### src/design/debug_report_pkg.sv
package debug_report_pkg;

    // ========================================================
    // Bit timing
    // ========================================================

    localparam int unsigned CLK_FREQ_HZ  = 25_000_000;
    localparam int unsigned BAUD_RATE    = 115_200;
    // 25 MHz / 115200 truncates to 217 clocks
    localparam int unsigned CLKS_PER_BIT = CLK_FREQ_HZ / BAUD_RATE;
    // Width of the bit-period counter
    localparam int unsigned BIT_CNT_W    = $clog2(CLKS_PER_BIT);

    // ========================================================
    // Report line layout
    // ========================================================

    // 49 printable characters plus CR and LF
    localparam int unsigned MSG_LEN = 51;
    // Character index width
    localparam int unsigned IDX_W   = $clog2(MSG_LEN);

    // Field widths
    localparam int unsigned FRAME_W = 16;
    localparam int unsigned PC_W    = 12;
    localparam int unsigned COUNT_W = 16;
    localparam int unsigned COORD_W = 10;

    // Decimal fields clip here
    localparam int unsigned PV_MAX    = 9999;
    localparam int unsigned COORD_MAX = 999;

    // ========================================================
    // Status and snapshot types
    // ========================================================

    // CPU debug status, sampled once per frame
    typedef struct packed {
        logic [PC_W-1:0]    pc;
        logic [COUNT_W-1:0] instr_count;
        logic [COUNT_W-1:0] iot_count;     // Display instructions
        logic               running;
    } cpu_status_t;

    // Pixel coordinates
    typedef struct packed {
        logic [COORD_W-1:0] x;
        logic [COORD_W-1:0] y;
    } pixel_pos_t;

    // Everything one report line prints
    typedef struct packed {
        logic [FRAME_W-1:0] frame;
        cpu_status_t        cpu;
        logic [COUNT_W-1:0] pv_count;
        pixel_pos_t         pos;
    } frame_snapshot_t;

    // ========================================================
    // Digit to ASCII
    // ========================================================

    // Upper-case hex, 0-9 then A-F
    function automatic logic [7:0] hex_ascii(input logic [3:0] digit);
        if (digit < 4'd10) begin
            return 8'h30 + {4'h0, digit};
        end
        return 8'h37 + {4'h0, digit};
    endfunction

    // Decimal digit, caller keeps it in 0-9
    function automatic logic [7:0] dec_ascii(input logic [3:0] digit);
        return 8'h30 + {4'h0, digit};
    endfunction

endpackage

### src/design/uart_tx.sv
`timescale 1ns/100ps

module uart_tx (
    input  logic       clk,
    input  logic       rst_n,
    input  logic [7:0] tx_byte,
    input  logic       tx_send,
    output logic       txd,
    output logic       busy
);

    import debug_report_pkg::*;

    // ========================================================
    // State and counters
    // ========================================================

    typedef enum logic [1:0] {
        TX_IDLE,
        TX_START,
        TX_DATA,
        TX_STOP
    } tx_state_t;

    tx_state_t            state;
    logic [BIT_CNT_W-1:0] bit_cnt;
    logic [2:0]           bit_idx;
    logic [7:0]           shift_q;
    logic                 bit_done;

    // Last clock of the current bit period
    assign bit_done = (bit_cnt == BIT_CNT_W'(CLKS_PER_BIT - 1));

    // ========================================================
    // Bit sequencer
    // ========================================================

    always_ff @(posedge clk) begin
        if (!rst_n) begin
            state   <= TX_IDLE;
            txd     <= 1'b1;
            busy    <= 1'b0;
            bit_cnt <= '0;
            bit_idx <= '0;
        end else begin
            // Period counter runs in every state but idle
            if (state == TX_IDLE || bit_done) begin
                bit_cnt <= '0;
            end else begin
                bit_cnt <= bit_cnt + 1'b1;
            end

            case (state)
                TX_IDLE: begin
                    if (tx_send) begin
                        txd   <= 1'b0;    // Start bit
                        busy  <= 1'b1;
                        state <= TX_START;
                    end
                end
                TX_START: begin
                    if (bit_done) begin
                        // First data bit, LSB first
                        txd     <= shift_q[0];
                        bit_idx <= '0;
                        state   <= TX_DATA;
                    end
                end
                TX_DATA: begin
                    if (bit_done) begin
                        if (bit_idx == 3'd7) begin
                            txd   <= 1'b1;  // Stop bit
                            state <= TX_STOP;
                        end else begin
                            txd     <= shift_q[0];
                            bit_idx <= bit_idx + 1'b1;
                        end
                    end
                end
                TX_STOP: begin
                    // Line back to idle level already
                    if (bit_done) begin
                        busy  <= 1'b0;
                        state <= TX_IDLE;
                    end
                end
                default: state <= TX_IDLE;
            endcase
        end
    end

    // Byte shifter, bit 0 is always the next bit out
    always_ff @(posedge clk) begin
        if (state == TX_IDLE && tx_send) begin
            shift_q <= tx_byte;
        end else if ((state == TX_START || state == TX_DATA) && bit_done) begin
            shift_q <= {1'b0, shift_q[7:1]};
        end
    end

    // Sender must respect busy
    assert property (@(posedge clk) disable iff (!rst_n) tx_send |-> !busy);

endmodule

### src/design/frame_snapshot.sv
`timescale 1ns/100ps

module frame_snapshot (
    input  logic                              clk,
    input  logic                              rst_n,
    input  logic                              frame_tick,
    input  logic                              pixel_valid,
    input  debug_report_pkg::cpu_status_t     cpu,
    input  debug_report_pkg::pixel_pos_t      pos,
    output debug_report_pkg::frame_snapshot_t snap,
    output logic                              snap_valid
);

    import debug_report_pkg::*;

    // ========================================================
    // Frame and pixel counters
    // ========================================================

    logic [FRAME_W-1:0] frame_cnt;
    logic [COUNT_W-1:0] pv_cnt;
    logic [COUNT_W-1:0] pv_next;
    logic [COORD_W-1:0] x_sat;
    logic [COORD_W-1:0] y_sat;

    // Count including this cycle, stuck at PV_MAX
    assign pv_next = (pixel_valid && pv_cnt != COUNT_W'(PV_MAX)) ?
                     pv_cnt + 1'b1 : pv_cnt;

    // Coordinates clipped to three digits
    assign x_sat = (pos.x > COORD_W'(COORD_MAX)) ? COORD_W'(COORD_MAX) : pos.x;
    assign y_sat = (pos.y > COORD_W'(COORD_MAX)) ? COORD_W'(COORD_MAX) : pos.y;

    always_ff @(posedge clk) begin
        if (!rst_n) begin
            frame_cnt  <= '0;
            pv_cnt     <= '0;
            snap_valid <= 1'b0;
        end else begin
            snap_valid <= frame_tick;
            if (frame_tick) begin
                frame_cnt <= frame_cnt + 1'b1;
                // A pulse in the tick cycle belongs to the closing frame
                pv_cnt    <= '0;
            end else begin
                pv_cnt <= pv_next;
            end
        end
    end

    // ========================================================
    // Snapshot register
    // ========================================================

    always_ff @(posedge clk) begin
        if (frame_tick) begin
            snap.frame    <= frame_cnt;   // Ticks seen before this one
            snap.cpu      <= cpu;
            snap.pv_count <= pv_next;
            snap.pos.x    <= x_sat;
            snap.pos.y    <= y_sat;
        end
    end

endmodule

### src/design/report_formatter.sv
`timescale 1ns/100ps

module report_formatter (
    input  logic                              clk,
    input  logic                              rst_n,
    input  debug_report_pkg::frame_snapshot_t snap,
    input  logic                              snap_valid,
    input  logic                              busy,
    output logic [7:0]                        tx_byte,
    output logic                              tx_send
);

    import debug_report_pkg::*;

    // ========================================================
    // State
    // ========================================================

    typedef enum logic [1:0] {
        ST_IDLE,
        ST_SEND,
        ST_WAIT_BUSY,
        ST_DRAIN
    } fmt_state_t;

    fmt_state_t      state;
    logic [IDX_W-1:0] char_idx;
    frame_snapshot_t snap_q;
    logic [7:0]      cur_char;

    // Decimal digits of the held snapshot
    logic [3:0] pv_d3, pv_d2, pv_d1, pv_d0;
    logic [3:0] x_d2, x_d1, x_d0;
    logic [3:0] y_d2, y_d1, y_d0;

    // One decimal digit at a given weight
    function automatic logic [3:0] dec_digit(input logic [COUNT_W-1:0] value,
                                             input logic [COUNT_W-1:0] weight);
        logic [COUNT_W-1:0] q;
        q = (value / weight) % COUNT_W'(10);
        return q[3:0];
    endfunction

    assign pv_d3 = dec_digit(snap_q.pv_count, COUNT_W'(1000));
    assign pv_d2 = dec_digit(snap_q.pv_count, COUNT_W'(100));
    assign pv_d1 = dec_digit(snap_q.pv_count, COUNT_W'(10));
    assign pv_d0 = dec_digit(snap_q.pv_count, COUNT_W'(1));

    assign x_d2 = dec_digit(COUNT_W'(snap_q.pos.x), COUNT_W'(100));
    assign x_d1 = dec_digit(COUNT_W'(snap_q.pos.x), COUNT_W'(10));
    assign x_d0 = dec_digit(COUNT_W'(snap_q.pos.x), COUNT_W'(1));

    assign y_d2 = dec_digit(COUNT_W'(snap_q.pos.y), COUNT_W'(100));
    assign y_d1 = dec_digit(COUNT_W'(snap_q.pos.y), COUNT_W'(10));
    assign y_d0 = dec_digit(COUNT_W'(snap_q.pos.y), COUNT_W'(1));

    // ========================================================
    // Character at the current index
    // ========================================================

    // "F:ffff PC:ppp I:iiii D:dddd V:vvvv X:xxx Y:yyy s " CR LF
    always_comb begin
        case (char_idx)
            6'd0:    cur_char = "F";
            6'd1:    cur_char = ":";
            6'd2:    cur_char = hex_ascii(snap_q.frame[15:12]);
            6'd3:    cur_char = hex_ascii(snap_q.frame[11:8]);
            6'd4:    cur_char = hex_ascii(snap_q.frame[7:4]);
            6'd5:    cur_char = hex_ascii(snap_q.frame[3:0]);
            6'd7:    cur_char = "P";
            6'd8:    cur_char = "C";
            6'd9:    cur_char = ":";
            6'd10:   cur_char = hex_ascii(snap_q.cpu.pc[11:8]);
            6'd11:   cur_char = hex_ascii(snap_q.cpu.pc[7:4]);
            6'd12:   cur_char = hex_ascii(snap_q.cpu.pc[3:0]);
            6'd14:   cur_char = "I";
            6'd15:   cur_char = ":";
            6'd16:   cur_char = hex_ascii(snap_q.cpu.instr_count[15:12]);
            6'd17:   cur_char = hex_ascii(snap_q.cpu.instr_count[11:8]);
            6'd18:   cur_char = hex_ascii(snap_q.cpu.instr_count[7:4]);
            6'd19:   cur_char = hex_ascii(snap_q.cpu.instr_count[3:0]);
            6'd21:   cur_char = "D";
            6'd22:   cur_char = ":";
            6'd23:   cur_char = hex_ascii(snap_q.cpu.iot_count[15:12]);
            6'd24:   cur_char = hex_ascii(snap_q.cpu.iot_count[11:8]);
            6'd25:   cur_char = hex_ascii(snap_q.cpu.iot_count[7:4]);
            6'd26:   cur_char = hex_ascii(snap_q.cpu.iot_count[3:0]);
            6'd28:   cur_char = "V";
            6'd29:   cur_char = ":";
            6'd30:   cur_char = dec_ascii(pv_d3);
            6'd31:   cur_char = dec_ascii(pv_d2);
            6'd32:   cur_char = dec_ascii(pv_d1);
            6'd33:   cur_char = dec_ascii(pv_d0);
            6'd35:   cur_char = "X";
            6'd36:   cur_char = ":";
            6'd37:   cur_char = dec_ascii(x_d2);
            6'd38:   cur_char = dec_ascii(x_d1);
            6'd39:   cur_char = dec_ascii(x_d0);
            6'd41:   cur_char = "Y";
            6'd42:   cur_char = ":";
            6'd43:   cur_char = dec_ascii(y_d2);
            6'd44:   cur_char = dec_ascii(y_d1);
            6'd45:   cur_char = dec_ascii(y_d0);
            6'd47:   cur_char = snap_q.cpu.running ? "R" : ".";
            6'd49:   cur_char = 8'h0d;    // CR
            6'd50:   cur_char = 8'h0a;    // LF
            // Field separators
            default: cur_char = " ";
        endcase
    end

    // ========================================================
    // Send sequencer
    // ========================================================

    always_ff @(posedge clk) begin
        if (!rst_n) begin
            state    <= ST_IDLE;
            char_idx <= '0;
            tx_send  <= 1'b0;
        end else begin
            tx_send <= 1'b0;
            case (state)
                ST_IDLE: begin
                    // New report only when nothing is in flight
                    if (snap_valid) begin
                        char_idx <= '0;
                        state    <= ST_SEND;
                    end
                end
                ST_SEND: begin
                    if (!busy) begin
                        tx_send <= 1'b1;
                        state   <= ST_WAIT_BUSY;
                    end
                end
                ST_WAIT_BUSY: begin
                    // Byte accepted once busy goes high
                    if (busy) begin
                        if (char_idx == IDX_W'(MSG_LEN - 1)) begin
                            state <= ST_DRAIN;
                        end else begin
                            char_idx <= char_idx + 1'b1;
                            state    <= ST_SEND;
                        end
                    end
                end
                ST_DRAIN: begin
                    // LF still on the wire
                    if (!busy) begin
                        char_idx <= '0;
                        state    <= ST_IDLE;
                    end
                end
                default: state <= ST_IDLE;
            endcase
        end
    end

    // Held line values and outgoing byte
    always_ff @(posedge clk) begin
        if (state == ST_IDLE && snap_valid) begin
            snap_q <= snap;
        end
        if (state == ST_SEND && !busy) begin
            tx_byte <= cur_char;
        end
    end

    assert property (@(posedge clk) disable iff (!rst_n) char_idx < IDX_W'(MSG_LEN));

endmodule

### src/design/serial_debug_top.sv
`timescale 1ns/100ps

module serial_debug_top (
    input  logic                          clk,
    input  logic                          rst_n,
    input  logic                          frame_tick,
    input  logic                          pixel_valid,
    input  debug_report_pkg::cpu_status_t cpu,
    input  debug_report_pkg::pixel_pos_t  pos,
    output logic                          uart_txd
);

    import debug_report_pkg::*;

    // ========================================================
    // Internal links
    // ========================================================

    frame_snapshot_t snap;
    logic            snap_valid;
    logic [7:0]      tx_byte;
    logic            tx_send;
    logic            busy;

    // Per-frame capture
    frame_snapshot frame_snapshot_inst (
        .clk         (clk),
        .rst_n       (rst_n),
        .frame_tick  (frame_tick),
        .pixel_valid (pixel_valid),
        .cpu         (cpu),
        .pos         (pos),
        .snap        (snap),
        .snap_valid  (snap_valid)
    );

    // Line builder
    report_formatter report_formatter_inst (
        .clk        (clk),
        .rst_n      (rst_n),
        .snap       (snap),
        .snap_valid (snap_valid),
        .busy       (busy),
        .tx_byte    (tx_byte),
        .tx_send    (tx_send)
    );

    // 8N1 serializer onto the pin
    uart_tx uart_tx_inst (
        .clk     (clk),
        .rst_n   (rst_n),
        .tx_byte (tx_byte),
        .tx_send (tx_send),
        .txd     (uart_txd),
        .busy    (busy)
    );

endmodule

### config.mk
export PLATFORM = sky130hd
export DESIGN_NAME = serial_debug_top
export DESIGN_NICKNAME = d
export VERILOG_FILES = /design/src/design/debug_report_pkg.sv /design/src/design/uart_tx.sv /design/src/design/frame_snapshot.sv /design/src/design/report_formatter.sv /design/src/design/serial_debug_top.sv
export SDC_FILE = /design/constraint.sdc
export NUM_CORES = 1
export LEC_CHECK = 0
export BUFFER_PORTS_ARGS = -buffer_cell sky130_fd_sc_hd__buf_2
export CORE_AREA = 2 2 232 234
export CTS_CLUSTER_SIZE = 16
export DETAILED_ROUTE_END_ITERATION = 8
export DIE_AREA = 0 0 234 236
export GPL_TIMING_DRIVEN = 0
export PLACE_DENSITY_LB_ADDON = 0.05
export RECOVER_POWER = 100
export SLEW_MARGIN = 20
export SYNTH_ARGS = -nofsm -noshare
export SYNTH_HDL_FRONTEND = slang
export SYNTH_HIERARCHICAL = 1
export SYNTH_SLANG_ARGS = --single-unit
### constraint.sdc
create_clock -name clk -period 34.3 [get_ports clk]
set_input_delay 5.145 -clock clk [delete_from_list [all_inputs] [get_ports clk]]
set_output_delay 5.145 -clock clk [all_outputs]
set_load 0.01 [all_outputs]
-- Word level (Yosys, flattened, before mapping)
Index checks and enable logic that the tools add are counted.
- bits in registers: 267
- latch bits: 0
- RAM bits: 0
- memory bits (read-only): 0
- input bits: 69
- output and inout port bits: 1
- word-level logic and storage cells: 292
- memories kept: 0
- add/sub/neg operators: 45
- multipliers: 0
- div/mod/pow operators: 17
- $lt $le $gt $ge: 17
- equality and inequality tests: 62
- shifts and indexed selects: 0
- multiplexer cells: 95
- bitwise logic cells: 1
- reductions and logical operators: 26
- operators with widths (operator ; count):
    $pmux W8 S37 ; 1
    $add A6 B4 Y7 const A ; 40
    $mux W8 ; 32
    $mod A16 B4 Y16 const B ; 8
    $eq A6 B6 Y1 const B ; 15
    $eq A6 B5 Y1 const B ; 14
    $lt A4 B4 Y1 const B ; 15
    $eq A6 B4 Y1 const B ; 7
    $mux W1 ; 37
    $add A16 B1 Y16 const B ; 2
    $div A10 B4 Y16 const B ; 2
    $div A10 B7 Y16 const B ; 2
    $mod A10 B4 Y16 const B ; 2
    $mux W6 ; 4
    $gt A10 B10 Y1 const B ; 2
    $mux W2 ; 10
    $eq A6 B3 Y1 const B ; 3
    $pmux W6 S3 ; 1
    $div A16 B10 Y16 const B ; 1
    $div A16 B4 Y16 const B ; 1
    $div A16 B7 Y16 const B ; 1
    $mux W16 ; 1
    $ne A16 B14 Y1 const B ; 1
    $pmux W2 S4 ; 2
    30 further kinds ; 59

-- Longest topological paths before layout
Gate-level depths: netlist (run 1).
- word-level depth: 5
- depth in mapped cells: 129
- mapped depth without buffers: 121

-- Hierarchy
The synthesis (run 1) kept the hierarchy.
- modules (own cells, without submodules) (module ; instances ; cells each ; area an instance (µm²) ; seq. area each (µm²)):
    report_formatter ; 1 ; 2138 ; 16674.7 ; 3303.2
    frame_snapshot ; 1 ; 307 ; 4683.2 ; 3573.4
    uart_tx ; 1 ; 110 ; 1138.6 ; 540.5

-- Least setup slack after synthesis (run 1)
No wires, ideal clock.
- path kind: reg-to-reg
- from: register report_formatter_inst.char_idx[3]
- to: register report_formatter_inst.tx_byte[0] (data pin)
- library setup time: 0.265 ns
- arrival time: 24.442 ns
- data required time: 34.035 ns
- path slack: 9.593 ns
- stages on the path, launching flop included: 116
- buffers on the path: 7
- clock period less this slack: 24.707 ns
- cells stage by stage: dfxtp_1 > buf_2 > and2_1 > clkbuf_1 > and3_1 > inv_1 > ha_1 > or3_1 > and4b_1 > or2_2 > ha_1 > or2_2 > o22a_1 > a22oi_2 > nand2_1 > o21ai_0 > ha_1 > o21a_1 > [... 80 more ...] > nand3_1 > or2_2 > or4_1 > nor2_1 > mux2_2 > nor4_4 > clkbuf_1 > nand2_1 > o21ai_0 > ha_1 > a21oi_1 > nor2b_1 > o21ai_0 > nand2b_1 > a2111oi_0 > nand2_1 > o31ai_1 > nand3_1
- RTL lines (what ; RTL line ; text):
    start, declared ; report_formatter.sv:27 ; logic [IDX_W-1:0] char_idx;
    start signal, assigned ; report_formatter.sv:143 ; char_idx <= char_idx + 1'b1;
    end signal, assigned ; report_formatter.sv:166 ; tx_byte <= cur_char;
    end, declared ; report_formatter.sv:9 ; output logic [7:0] tx_byte,

==> flow_metrics.env, run 1 <==
export IMPL_clock_root_buffer="clkbuf_16"
export IMPL_ios=70
export IMPL_totalNegativeSetupSlack_ps=0
export IMPL_syn_instance_count=2555
export IMPL_timing_fmax_ghz=0.0321
export IMPL_worst_path_largest_cell_delay_ps=850
export IMPL_crit_top_cell="ha_1"
export IMPL_slew_headroom=-1.70
export IMPL_grt_usage=0.222
export IMPL_place_inst=3325
export IMPL_grt_max_degree=79
export IMPL_routed_wirelength_mm=61.6
export IMPL_ff2ff_setup_slack_ps=3200
export IMPL_synth_yosys_seq_area_share=0.330
export IMPL_drtPass1Iterations=5
export IMPL_mappedNetlistArea_um2=22500
export IMPL_setup_violations_final=0
export IMPL_synthMostInstantiatedCell="nand2_1"
export IMPL_die_outline_height_um=236
export IMPL_muxShareOfSynthArea=0.0356
export IMPL_postSynthAreaPerCell_um2=8.80
export IMPL_nFillCells=5130
export IMPL_initial_antenna_violation_count=0
export IMPL_number_of_global_route_vias_before_repair=18992
export IMPL_layout_drive_gt1_share=0.0839
export IMPL_adder_cell_share_of_the_synthesized_area=0.110
export IMPL_ant_nets=0
export IMPL_synth_compound_area_frac=0.217
export IMPL_run_status="finished with violations"
export IMPL_period_needed_ps=31100
export IMPL_synthSimpleGateAreaFrac=0.218
export IMPL_asyncSetResetFlopFracSynth=0
export IMPL_path_class="register to register"
export IMPL_vdd_ir_drop_max_mv=0.0367
export IMPL_clk_insertion_delay_late_ps=570
export IMPL_synth_seq_cells=266
export IMPL_post_synth_edffs=209
export IMPL_synth_top_area_share=0.279
export IMPL_drc=0
export IMPL_failed_checks="capacitance limit, slew limit"
export IMPL_critical_path_slowest_cell="and3_1"
export IMPL_crit_path_end_kind="register"
export IMPL_cts_repair_timing_setup_buffer_count=0
export IMPL_hold_buffers=0
export IMPL_grt_setup_unrepaired="no"
export IMPL_power_static_leakage_nw=9.61
export IMPL_drt_first_iter_violations=1197
export IMPL_final_slew_viol_count=179
export IMPL_synth_commonest_cells="nand2_1 (219), nor2_1 (212), edfxtp_1 (209)"
export IMPL_report_power_total_w=0.00124
export IMPL_drv_max_cap_violation_count=3
export IMPL_yosysWarningCount=6
export IMPL_yosys_cell_types_count=113
export IMPL_core_region_area_um2=53100
export IMPL_cts_repair_resized=0
export IMPL_detailed_place_hpwl_mm=48.8
export IMPL_synth_xor_area_share=0.0529
export IMPL_numPortBuffers=69
export IMPL_register_area_um2=7420
export IMPL_power_dens_cells_nw_per_um2=50.3
export IMPL_finalNonFillerCells=3378
export IMPL_ctsHtreeMaxLevel=1
export IMPL_tightestPinTransition_ps=4050
export IMPL_finish_net_count=2924
export IMPL_synth_area_top_cells="edfxtp_1 (28%), ha_1 (11%), dfxtp_1 (5.1%)"
export IMPL_worst_endpoint_required_ps=34580
export IMPL_fp_dieArea_um2=55200
export IMPL_number_of_antenna_repair_diodes=0
export IMPL_die_width_um=234
export IMPL_vias=19674
export IMPL_cts_made_buffers=28
export IMPL_period_share=0.907
export IMPL_hold_viol=0
export IMPL_clkTransAtPathRegs_ps=80
export IMPL_clock_skew_final_ps=15.3
export IMPL_hold_path_class="register to register"
export IMPL_clkSinkCount=266
export IMPL_post_drt_via_cell_ratio=5.82
export IMPL_post_drt_wl_per_cell_um=18.2
export IMPL_combinational_family_with_the_most_area_after_synthesis="simple AND/OR/NAND/NOR gates"
export IMPL_clock_path_buffers=3
export IMPL_cts_tree="yes"
export IMPL_globalRouteOverflowTotal=0
export IMPL_ys_dominant_reg_cell="edfxtp_1"
export IMPL_crit_path_start_kind="register"
export IMPL_gpl_final_weighted_congestion=0.918
export IMPL_area_growth_syn_to_layout_pct=9.37
export IMPL_yosysTopAreaCell="edfxtp_1"
export IMPL_arrival_time_at_the_worst_endpoint_ps=31390
export IMPL_first_pass_grt_wire_length_mm=99.1
export IMPL_starting_density=0.424
export IMPL_worst_path_max_fanout=15
export IMPL_multiInputGateArea_um2=14200
export IMPL_rows=85
==> through the flow <==
stage	cell area, um^2	setup WS [ps]	hold WS [ps]	util
after global placement	23700	3760	401	0.447
final	24600	3200	404	0.464
after detailed placement	23800	3630	405	0.449
after global routing	24600	704	413	0.464
after CTS	24700	3600	406	0.465
after floorplan	22500	9590	400	-
==> state kept, by name, indices dropped and copies added, names as in the netlist <==
| signal | cells |
|---|---|
| uart_tx_inst/busy | 1 |
| report_formatter_inst/state | 2 |
| report_formatter_inst/snap_q | 97 |
| frame_snapshot_inst/frame_cnt | 16 |
| report_formatter_inst/tx_send | 1 |
| frame_snapshot_inst/snap | 97 |
| report_formatter_inst/tx_byte | 7 |
| uart_tx_inst/state | 2 |
| frame_snapshot_inst/snap_valid | 1 |
| uart_tx_inst/shift_q | 8 |
| report_formatter_inst/char_idx | 6 |
| uart_tx_inst/bit_cnt | 8 |
| uart_tx_inst/txd | 1 |
| uart_tx_inst/bit_idx | 3 |
| frame_snapshot_inst/pv_cnt | 16 |
==> final timing paths <==
check                                                     to  cells after the start                                            from
hold / removal    report_formatter_inst/snap_q[30]$_DFFE_PP_                      0          frame_snapshot_inst/snap[30]$_DFFE_PP_
hold reg to reg   report_formatter_inst/snap_q[30]$_DFFE_PP_                      0          frame_snapshot_inst/snap[30]$_DFFE_PP_
setup / recovery  report_formatter_inst/tx_byte[0]$_DFFE_PP_                    112  report_formatter_inst/char_idx[3]$_SDFFE_PN0P_
setup reg to reg  report_formatter_inst/tx_byte[0]$_DFFE_PP_                    112  report_formatter_inst/char_idx[3]$_SDFFE_PN0P_
==> cell families (layout without fill, tap and decap cells) <==
group                    after synthesis  count (layout)
flip-flops                           266             266
multiplexers                          73              73
buffers and inverters                208             333
XOR/XNOR                             136             136
AO/OA/AOI/OAI                        721             721
adder cells (fa/ha/maj)              198             198
AND/OR/NAND/NOR                      952             952
other                                  1               3
==> cell usage in the layout (no fill, tap or decap), types with 28 or more instances in the layout <==
master     count
nand2_1      219
nor2_1       213
edfxtp_1     209
ha_1         195
a21oi_1      163
o21ai_0      153
inv_1        109
clkbuf_1     101
xnor2_1       89
nor3_1        82
nand3_1       81
buf_2         64
dfxtp_1       57
o21a_1        56
xor2_1        47
nand2b_1      44
nor2b_1       44
nand4_1       38
or3_1         36
mux2i_1       34
and3_1        32
mux2_2        32
clkbuf_16     28
and2_1        28
==> power breakdown <==
group          total (W)  switching (W)  internal (W)  leakage (nW)
clock           0.000287       0.000122      0.000165         0.436
sequential      0.000409      0.0000220      0.000387          2.46
combinational   0.000541       0.000323      0.000219          6.72
total            0.00124       0.000467      0.000770          9.61
==> metal layers <==
metal / vias to the layer above / track usage / share of wire
li1: 9852 / - / -
met1: 9357 / 0.288 / 0.45
met2: 381 / 0.395 / 0.49
met3: 84 / 0.0176 / 0.034
met4: 0 / 0.0554 / 0.023
met5: - / 0 / 0
==> critical path: cells and delay by family, from the launching register on <==
kind            cells  cell delay [ps]
simple gates       42            10910
buf+inv            11             3170
xor+xnor            1              170
fa+ha+maj          13             4420
mux                 4             1360
flops               1              300
compound gates     41            10480
==> final cells by class <==
class,count,area share
buffer,98,0.0169
tap,696,0.0354
timing repair buffer,73,0.0150
clock buffer,39,0.0314
sequential,266,0.301
inverter,110,0.0168
multi-input combinational,2083,0.579
clock inverter,13,0.00427
Power figures use the tool's default switching activity.
==> inputs of run 2 (changes only) <==
--- a/config.mk
+++ b/config.mk
@@ -11,7 +11,7 @@
 export DETAILED_ROUTE_END_ITERATION = 8
 export DIE_AREA = 0 0 234 236
 export GPL_TIMING_DRIVEN = 0
-export PLACE_DENSITY_LB_ADDON = 0.05
+export PLACE_DENSITY = 0.59
 export RECOVER_POWER = 100
 export SLEW_MARGIN = 20
 export SYNTH_ARGS = -nofsm -noshare
==> flow_metrics.env, run 2 (synthesized netlist as in run 1, its figures left out) <==
export IMPL_run_status="finished with violations"
export IMPL_fp_dieArea_um2=55200
export IMPL_slew_headroom=-1.76
export IMPL_post_drt_via_cell_ratio=5.87
export IMPL_finish_net_count=2924
export IMPL_rows=85
export IMPL_grt_setup_unrepaired="no"
export IMPL_detailed_place_hpwl_mm=47.4
export IMPL_drt_first_iter_violations=1332
export IMPL_totalNegativeSetupSlack_ps=0
export IMPL_arrival_time_at_the_worst_endpoint_ps=31510
export IMPL_power_dens_cells_nw_per_um2=51.2
export IMPL_timing_fmax_ghz=0.0320
export IMPL_crit_top_cell="ha_1"
export IMPL_setup_violations_final=0
export IMPL_cts_repair_resized=0
export IMPL_clock_skew_final_ps=48.2
export IMPL_failed_checks="capacitance limit, slew limit"
export IMPL_clkSinkCount=266
export IMPL_tightestPinTransition_ps=4130
export IMPL_layout_drive_gt1_share=0.0880
export IMPL_cts_made_buffers=28
export IMPL_cts_repair_timing_setup_buffer_count=0
export IMPL_numPortBuffers=69
export IMPL_starting_density=0.424
export IMPL_crit_path_end_kind="register"
export IMPL_first_pass_grt_wire_length_mm=98.0
export IMPL_layout_cells_most_common="nand2_1"
export IMPL_post_drt_wl_per_cell_um=17.9
export IMPL_reg_largest_list="frame_snapshot_inst/snap: 97 flops, report_formatter_inst/snap_q: 97 flops"
export IMPL_drv_max_cap_violation_count=4
export IMPL_period_needed_ps=31240
export IMPL_drtPass1Iterations=5
export IMPL_vias=19839
export IMPL_clkTransAtPathRegs_ps=60
export IMPL_cts_tree="yes"
export IMPL_ios=70
export IMPL_hold_path_class="register to register"
export IMPL_hold_buffers=0
export IMPL_clock_root_buffer="clkbuf_16"
export IMPL_critical_path_slowest_cell="nor4_1"
export IMPL_clock_path_buffers=3
export IMPL_place_ws_ps=4050
export IMPL_globalRouteOverflowTotal=0
export IMPL_vdd_ir_drop_max_mv=0.0396
export IMPL_drc=0
export IMPL_ant_nets=0
export IMPL_worst_path_largest_cell_delay_ps=1170
export IMPL_die_outline_height_um=236
export IMPL_area_growth_syn_to_layout_pct=10.0
export IMPL_grt_max_degree=80
export IMPL_power_static_leakage_nw=9.67
export IMPL_gpl_final_weighted_congestion=0.919
export IMPL_period_share=0.911
export IMPL_ctsHtreeMaxLevel=1
export IMPL_worst_path_max_fanout=15
export IMPL_clk_insertion_delay_late_ps=570
export IMPL_initial_antenna_violation_count=2
export IMPL_hold_viol=0
export IMPL_path_class="register to register"
export IMPL_die_width_um=234
export IMPL_final_cell_mix="nand2_1 (219), nor2_1 (213), edfxtp_1 (209)"
export IMPL_grt_usage=0.216
export IMPL_worst_endpoint_required_ps=34570
export IMPL_routed_wirelength_mm=60.5
export IMPL_crit_path_start_kind="register"
export IMPL_number_of_global_route_vias_before_repair=19135
export IMPL_core_region_area_um2=53100
export IMPL_final_setup_worst_slack_ps=3060
export IMPL_final_slew_viol_count=180
-- run 2: cell type report --
type / count / area [um^2]
clock inverters: 19 / 264
diodes: 1 / 2.50
multi-input cells: 2083 / 14200
fillers: 5122 / 28300
plain buffers: 98 / 415
well taps: 696 / 871
clock buffers: 33 / 749
repair buffers: 73 / 370
flip-flops and latches: 266 / 7420
inverters: 110 / 413
-- run 2: final timing paths --
| check | slack (ps) | from | cells past startpoint | endpoint |
|---|---|---|---|---|
| min reg2reg | 410 | frame_snapshot_inst/snap[36]$_DFFE_PP_ | 0 | report_formatter_inst/snap_q[36]$_DFFE_PP_ |
| max reg2reg | 3060 | report_formatter_inst/char_idx[3]$_SDFFE_PN0P_ | 113 | report_formatter_inst/tx_byte[0]$_DFFE_PP_ |
| max | 3060 | report_formatter_inst/char_idx[3]$_SDFFE_PN0P_ | 113 | report_formatter_inst/tx_byte[0]$_DFFE_PP_ |
| min | 410 | frame_snapshot_inst/snap[36]$_DFFE_PP_ | 0 | report_formatter_inst/snap_q[36]$_DFFE_PP_ |
-- run 2: routing by layer --
| layer | GRT usage | part of all wire |
|---|---|---|
| met1 | 0.291 | 0.46 |
| met2 | 0.370 | 0.47 |
| met3 | 0.0190 | 0.044 |
| met4 | 0.0533 | 0.023 |
| met5 | 0 | 0 |
-- run 2: worst max-delay path: cells and delay by family, from the launching register on --
family / cells / cell delay (ps)
AND/OR/NAND/NOR: 40 / 11440
AO/OA/AOI/OAI: 43 / 10300
adder cells (fa/ha/maj): 13 / 4150
buffers and inverters: 12 / 3180
multiplexers: 4 / 1320
flip-flops: 1 / 300
XOR/XNOR: 1 / 180
-- run 2: stage by stage --
step           hold slack, ps  power (W)  instances  cell area, um^2   util
2_1_floorplan             400   0.000821       2557            22500      -
3_3_place_gp              400   0.000932       3322            23700  0.447
3_5_place_dp              405   0.000950       3325            23800  0.449
4_1_cts                   415    0.00128       3377            24800  0.468
5_1_grt                   422    0.00136       3379            24700  0.466
6_report                  411    0.00127       3379            24700  0.466
-- run 2: where the power goes --
group / switching [W] / internal [W] / total [W] / leakage (nW)
sequential: 0.0000221 / 0.000387 / 0.000409 / 2.46
combinational: 0.000320 / 0.000218 / 0.000538 / 6.72
clock: 0.000125 / 0.000196 / 0.000321 / 0.494
total: 0.000468 / 0.000800 / 0.00127 / 9.67
==> inputs of run 3 (changes only) <==
--- a/config.mk
+++ b/config.mk
@@ -6,10 +6,10 @@
 export NUM_CORES = 1
 export LEC_CHECK = 0
 export BUFFER_PORTS_ARGS = -buffer_cell sky130_fd_sc_hd__buf_2
-export CORE_AREA = 2 2 232 234
+export CORE_AREA = 2 2 259 210
 export CTS_CLUSTER_SIZE = 16
 export DETAILED_ROUTE_END_ITERATION = 8
-export DIE_AREA = 0 0 234 236
+export DIE_AREA = 0 0 261 212
 export GPL_TIMING_DRIVEN = 0
 export PLACE_DENSITY = 0.59
 export RECOVER_POWER = 100
==> flow_metrics.env, run 3 (synthesized netlist as in run 1, its figures left out) <==
export IMPL_cts_made_buffers=26
export IMPL_crit_path_start_kind="register"
export IMPL_finish_net_count=2922
export IMPL_first_pass_grt_wire_length_mm=97.6
export IMPL_hold_path_startpoint="frame_snapshot_inst/snap[74]$_DFFE_PP_"
export IMPL_fp_dieArea_um2=55300
export IMPL_worst_path_largest_cell_delay_ps=1110
export IMPL_ff2ff_setup_slack_ps=2890
export IMPL_crit_buf_inv=10
export IMPL_ctsHtreeMaxLevel=1
export IMPL_worst_endpoint_required_ps=34540
export IMPL_clock_skew_final_ps=12.5
export IMPL_cts_tree="yes"
export IMPL_hold_viol=0
export IMPL_clock_path_buffers=3
export IMPL_tightestPinTransition_ps=4630
export IMPL_number_of_global_route_vias_before_repair=18612
export IMPL_clkTransAtPathRegs_ps=60
export IMPL_detailed_place_hpwl_mm=46.8
export IMPL_numPortBuffers=69
export IMPL_period_share=0.916
export IMPL_final_setup_worst_slack_ps=2890
export IMPL_min_path_cells=0
export IMPL_cts_repair_timing_setup_buffer_count=0
export IMPL_die_width_um=261
export IMPL_totalNegativeSetupSlack_ps=0
export IMPL_drc=0
export IMPL_ios=70
export IMPL_ant_nets=0
export IMPL_reg_largest_list="frame_snapshot_inst/snap: 97 flops, report_formatter_inst/snap_q: 97 flops"
export IMPL_layout_cells_most_common="nand2_1"
export IMPL_critical_path_slowest_cell="nor4_1"
export IMPL_finalNonFillerCells=3380
export IMPL_routed_wirelength_mm=60.2
export IMPL_hold_path_class="register to register"
export IMPL_kind_of_cell_adding_the_most_delay_to_the_critical_path="simple AND/OR/NAND/NOR gates"
export IMPL_failed_checks="capacitance limit, slew limit"
export IMPL_reg2reg_from="report_formatter_inst/char_idx[2]$_SDFFE_PN0P_"
export IMPL_hold_buffers=0
export IMPL_cts_repair_resized=0
export IMPL_worst_r2r_cell_count=111
export IMPL_clock_root_buffer="clkbuf_16"
export IMPL_slew_headroom=-2.09
export IMPL_worstHoldEndpoint="report_formatter_inst/snap_q[74]$_DFFE_PP_"
export IMPL_vdd_ir_drop_max_mv=0.0507
export IMPL_worst_path_max_fanout=15
export IMPL_clk_insertion_delay_late_ps=570
export IMPL_nFillCells=5121
export IMPL_fin_hold_ws_ps=417
export IMPL_drv_max_cap_violation_count=3
export IMPL_crit_path_end_kind="register"
export IMPL_starting_density=0.424
export IMPL_vias=19709
export IMPL_place_inst=3331
export IMPL_grt_setup_unrepaired="no"
export IMPL_initial_antenna_violation_count=0
export IMPL_gpl_final_weighted_congestion=0.958
export IMPL_power_dens_cells_nw_per_um2=50.7
export IMPL_utilization=0.465
export IMPL_arrival_time_at_the_worst_endpoint_ps=31650
export IMPL_period_needed_ps=31410
export IMPL_timing_rr_end="report_formatter_inst/tx_byte[0]$_DFFE_PP_"
export IMPL_grt_usage=0.216
export IMPL_final_cell_mix="nand2_1 (219), nor2_1 (213), edfxtp_1 (209)"
export IMPL_place_ws_ps=4240
export IMPL_core_region_area_um2=53100
export IMPL_setup_violations_final=0
export IMPL_rows=76
export IMPL_power_static_leakage_nw=9.63
export IMPL_post_drt_via_cell_ratio=5.83
export IMPL_layout_drive_gt1_share=0.0855
export IMPL_number_of_antenna_repair_diodes=0
export IMPL_clkSinkCount=266
export IMPL_globalRouteOverflowTotal=0
export IMPL_crit_top_cell="ha_1"
export IMPL_drt_first_iter_violations=1731
export IMPL_die_outline_height_um=212
export IMPL_post_drt_wl_per_cell_um=17.8
export IMPL_final_slew_viol_count=186
export IMPL_run_status="finished with violations"
export IMPL_path_class="register to register"
export IMPL_drtPass1Iterations=5
export IMPL_area_growth_syn_to_layout_pct=9.57
export IMPL_grt_max_degree=86
export IMPL_timing_fmax_ghz=0.0318
==> run 3: worst register-to-register path, delay by kind of cell, from the launching register on <==
family                     cells  cell delay (ps)
and+or+nand+nor               40            11770
AOI/OAI and AO/OA             44            10860
DFF                            1              340
xor gates and xnor gates       1              180
adders and majority gates     13             4300
buffers and inverters         10             2740
muxes                          3              910
==> run 3: layout make-up <==
type	instances	area, um^2	area share
clock buffer	33	717	0.0291
timing repair buffer	73	369	0.0150
multi-input combinational	2083	14200	0.577
inverter	110	413	0.0168
tap	702	878	0.0356
sequential	266	7420	0.301
buffer	98	415	0.0169
clock inverter	15	205	0.00832
==> run 3: routing by layer <==
layer,share of wire,vias to the layer above,GRT usage
met1,0.49,9289,0.313
met2,0.45,505,0.352
li1,-,9851,-
met3,0.048,64,0.0196
met4,0.017,0,0.0417
met5,0,-,0
==> run 3: worst max path at each step <==
stage                                                               from                                         end  slack [ps]  depth (start not counted)
after CTS                 report_formatter_inst/char_idx[2]$_SDFFE_PN0P_  report_formatter_inst/tx_byte[0]$_DFFE_PP_        4110                        111
after global routing      report_formatter_inst/char_idx[2]$_SDFFE_PN0P_  report_formatter_inst/tx_byte[0]$_DFFE_PP_        1000                        113
after detailed placement  report_formatter_inst/char_idx[2]$_SDFFE_PN0P_  report_formatter_inst/tx_byte[0]$_DFFE_PP_        4240                        111
final                     report_formatter_inst/char_idx[2]$_SDFFE_PN0P_  report_formatter_inst/tx_byte[0]$_DFFE_PP_        2890                        111
after global placement    report_formatter_inst/char_idx[2]$_SDFFE_PN0P_  report_formatter_inst/tx_byte[0]$_DFFE_PP_        4240                        112
after floorplan           report_formatter_inst/char_idx[3]$_SDFFE_PN0P_  report_formatter_inst/tx_byte[0]$_DFFE_PP_        9590                        115
==> run 3: per-stage QoR <==
stage               cell area (um^2)  power (W)
CTS                            24700    0.00126
detailed placement             23800   0.000948
global route                   24600    0.00134
finish                         24600    0.00125
floorplan                      22500   0.000821
global placement               23700   0.000934
==> run 3: power by group <==
part / switching, W / internal (W) / total [W]
clock network: 0.000124 / 0.000179 / 0.000303
registers: 0.0000226 / 0.000387 / 0.000409
logic: 0.000320 / 0.000218 / 0.000537
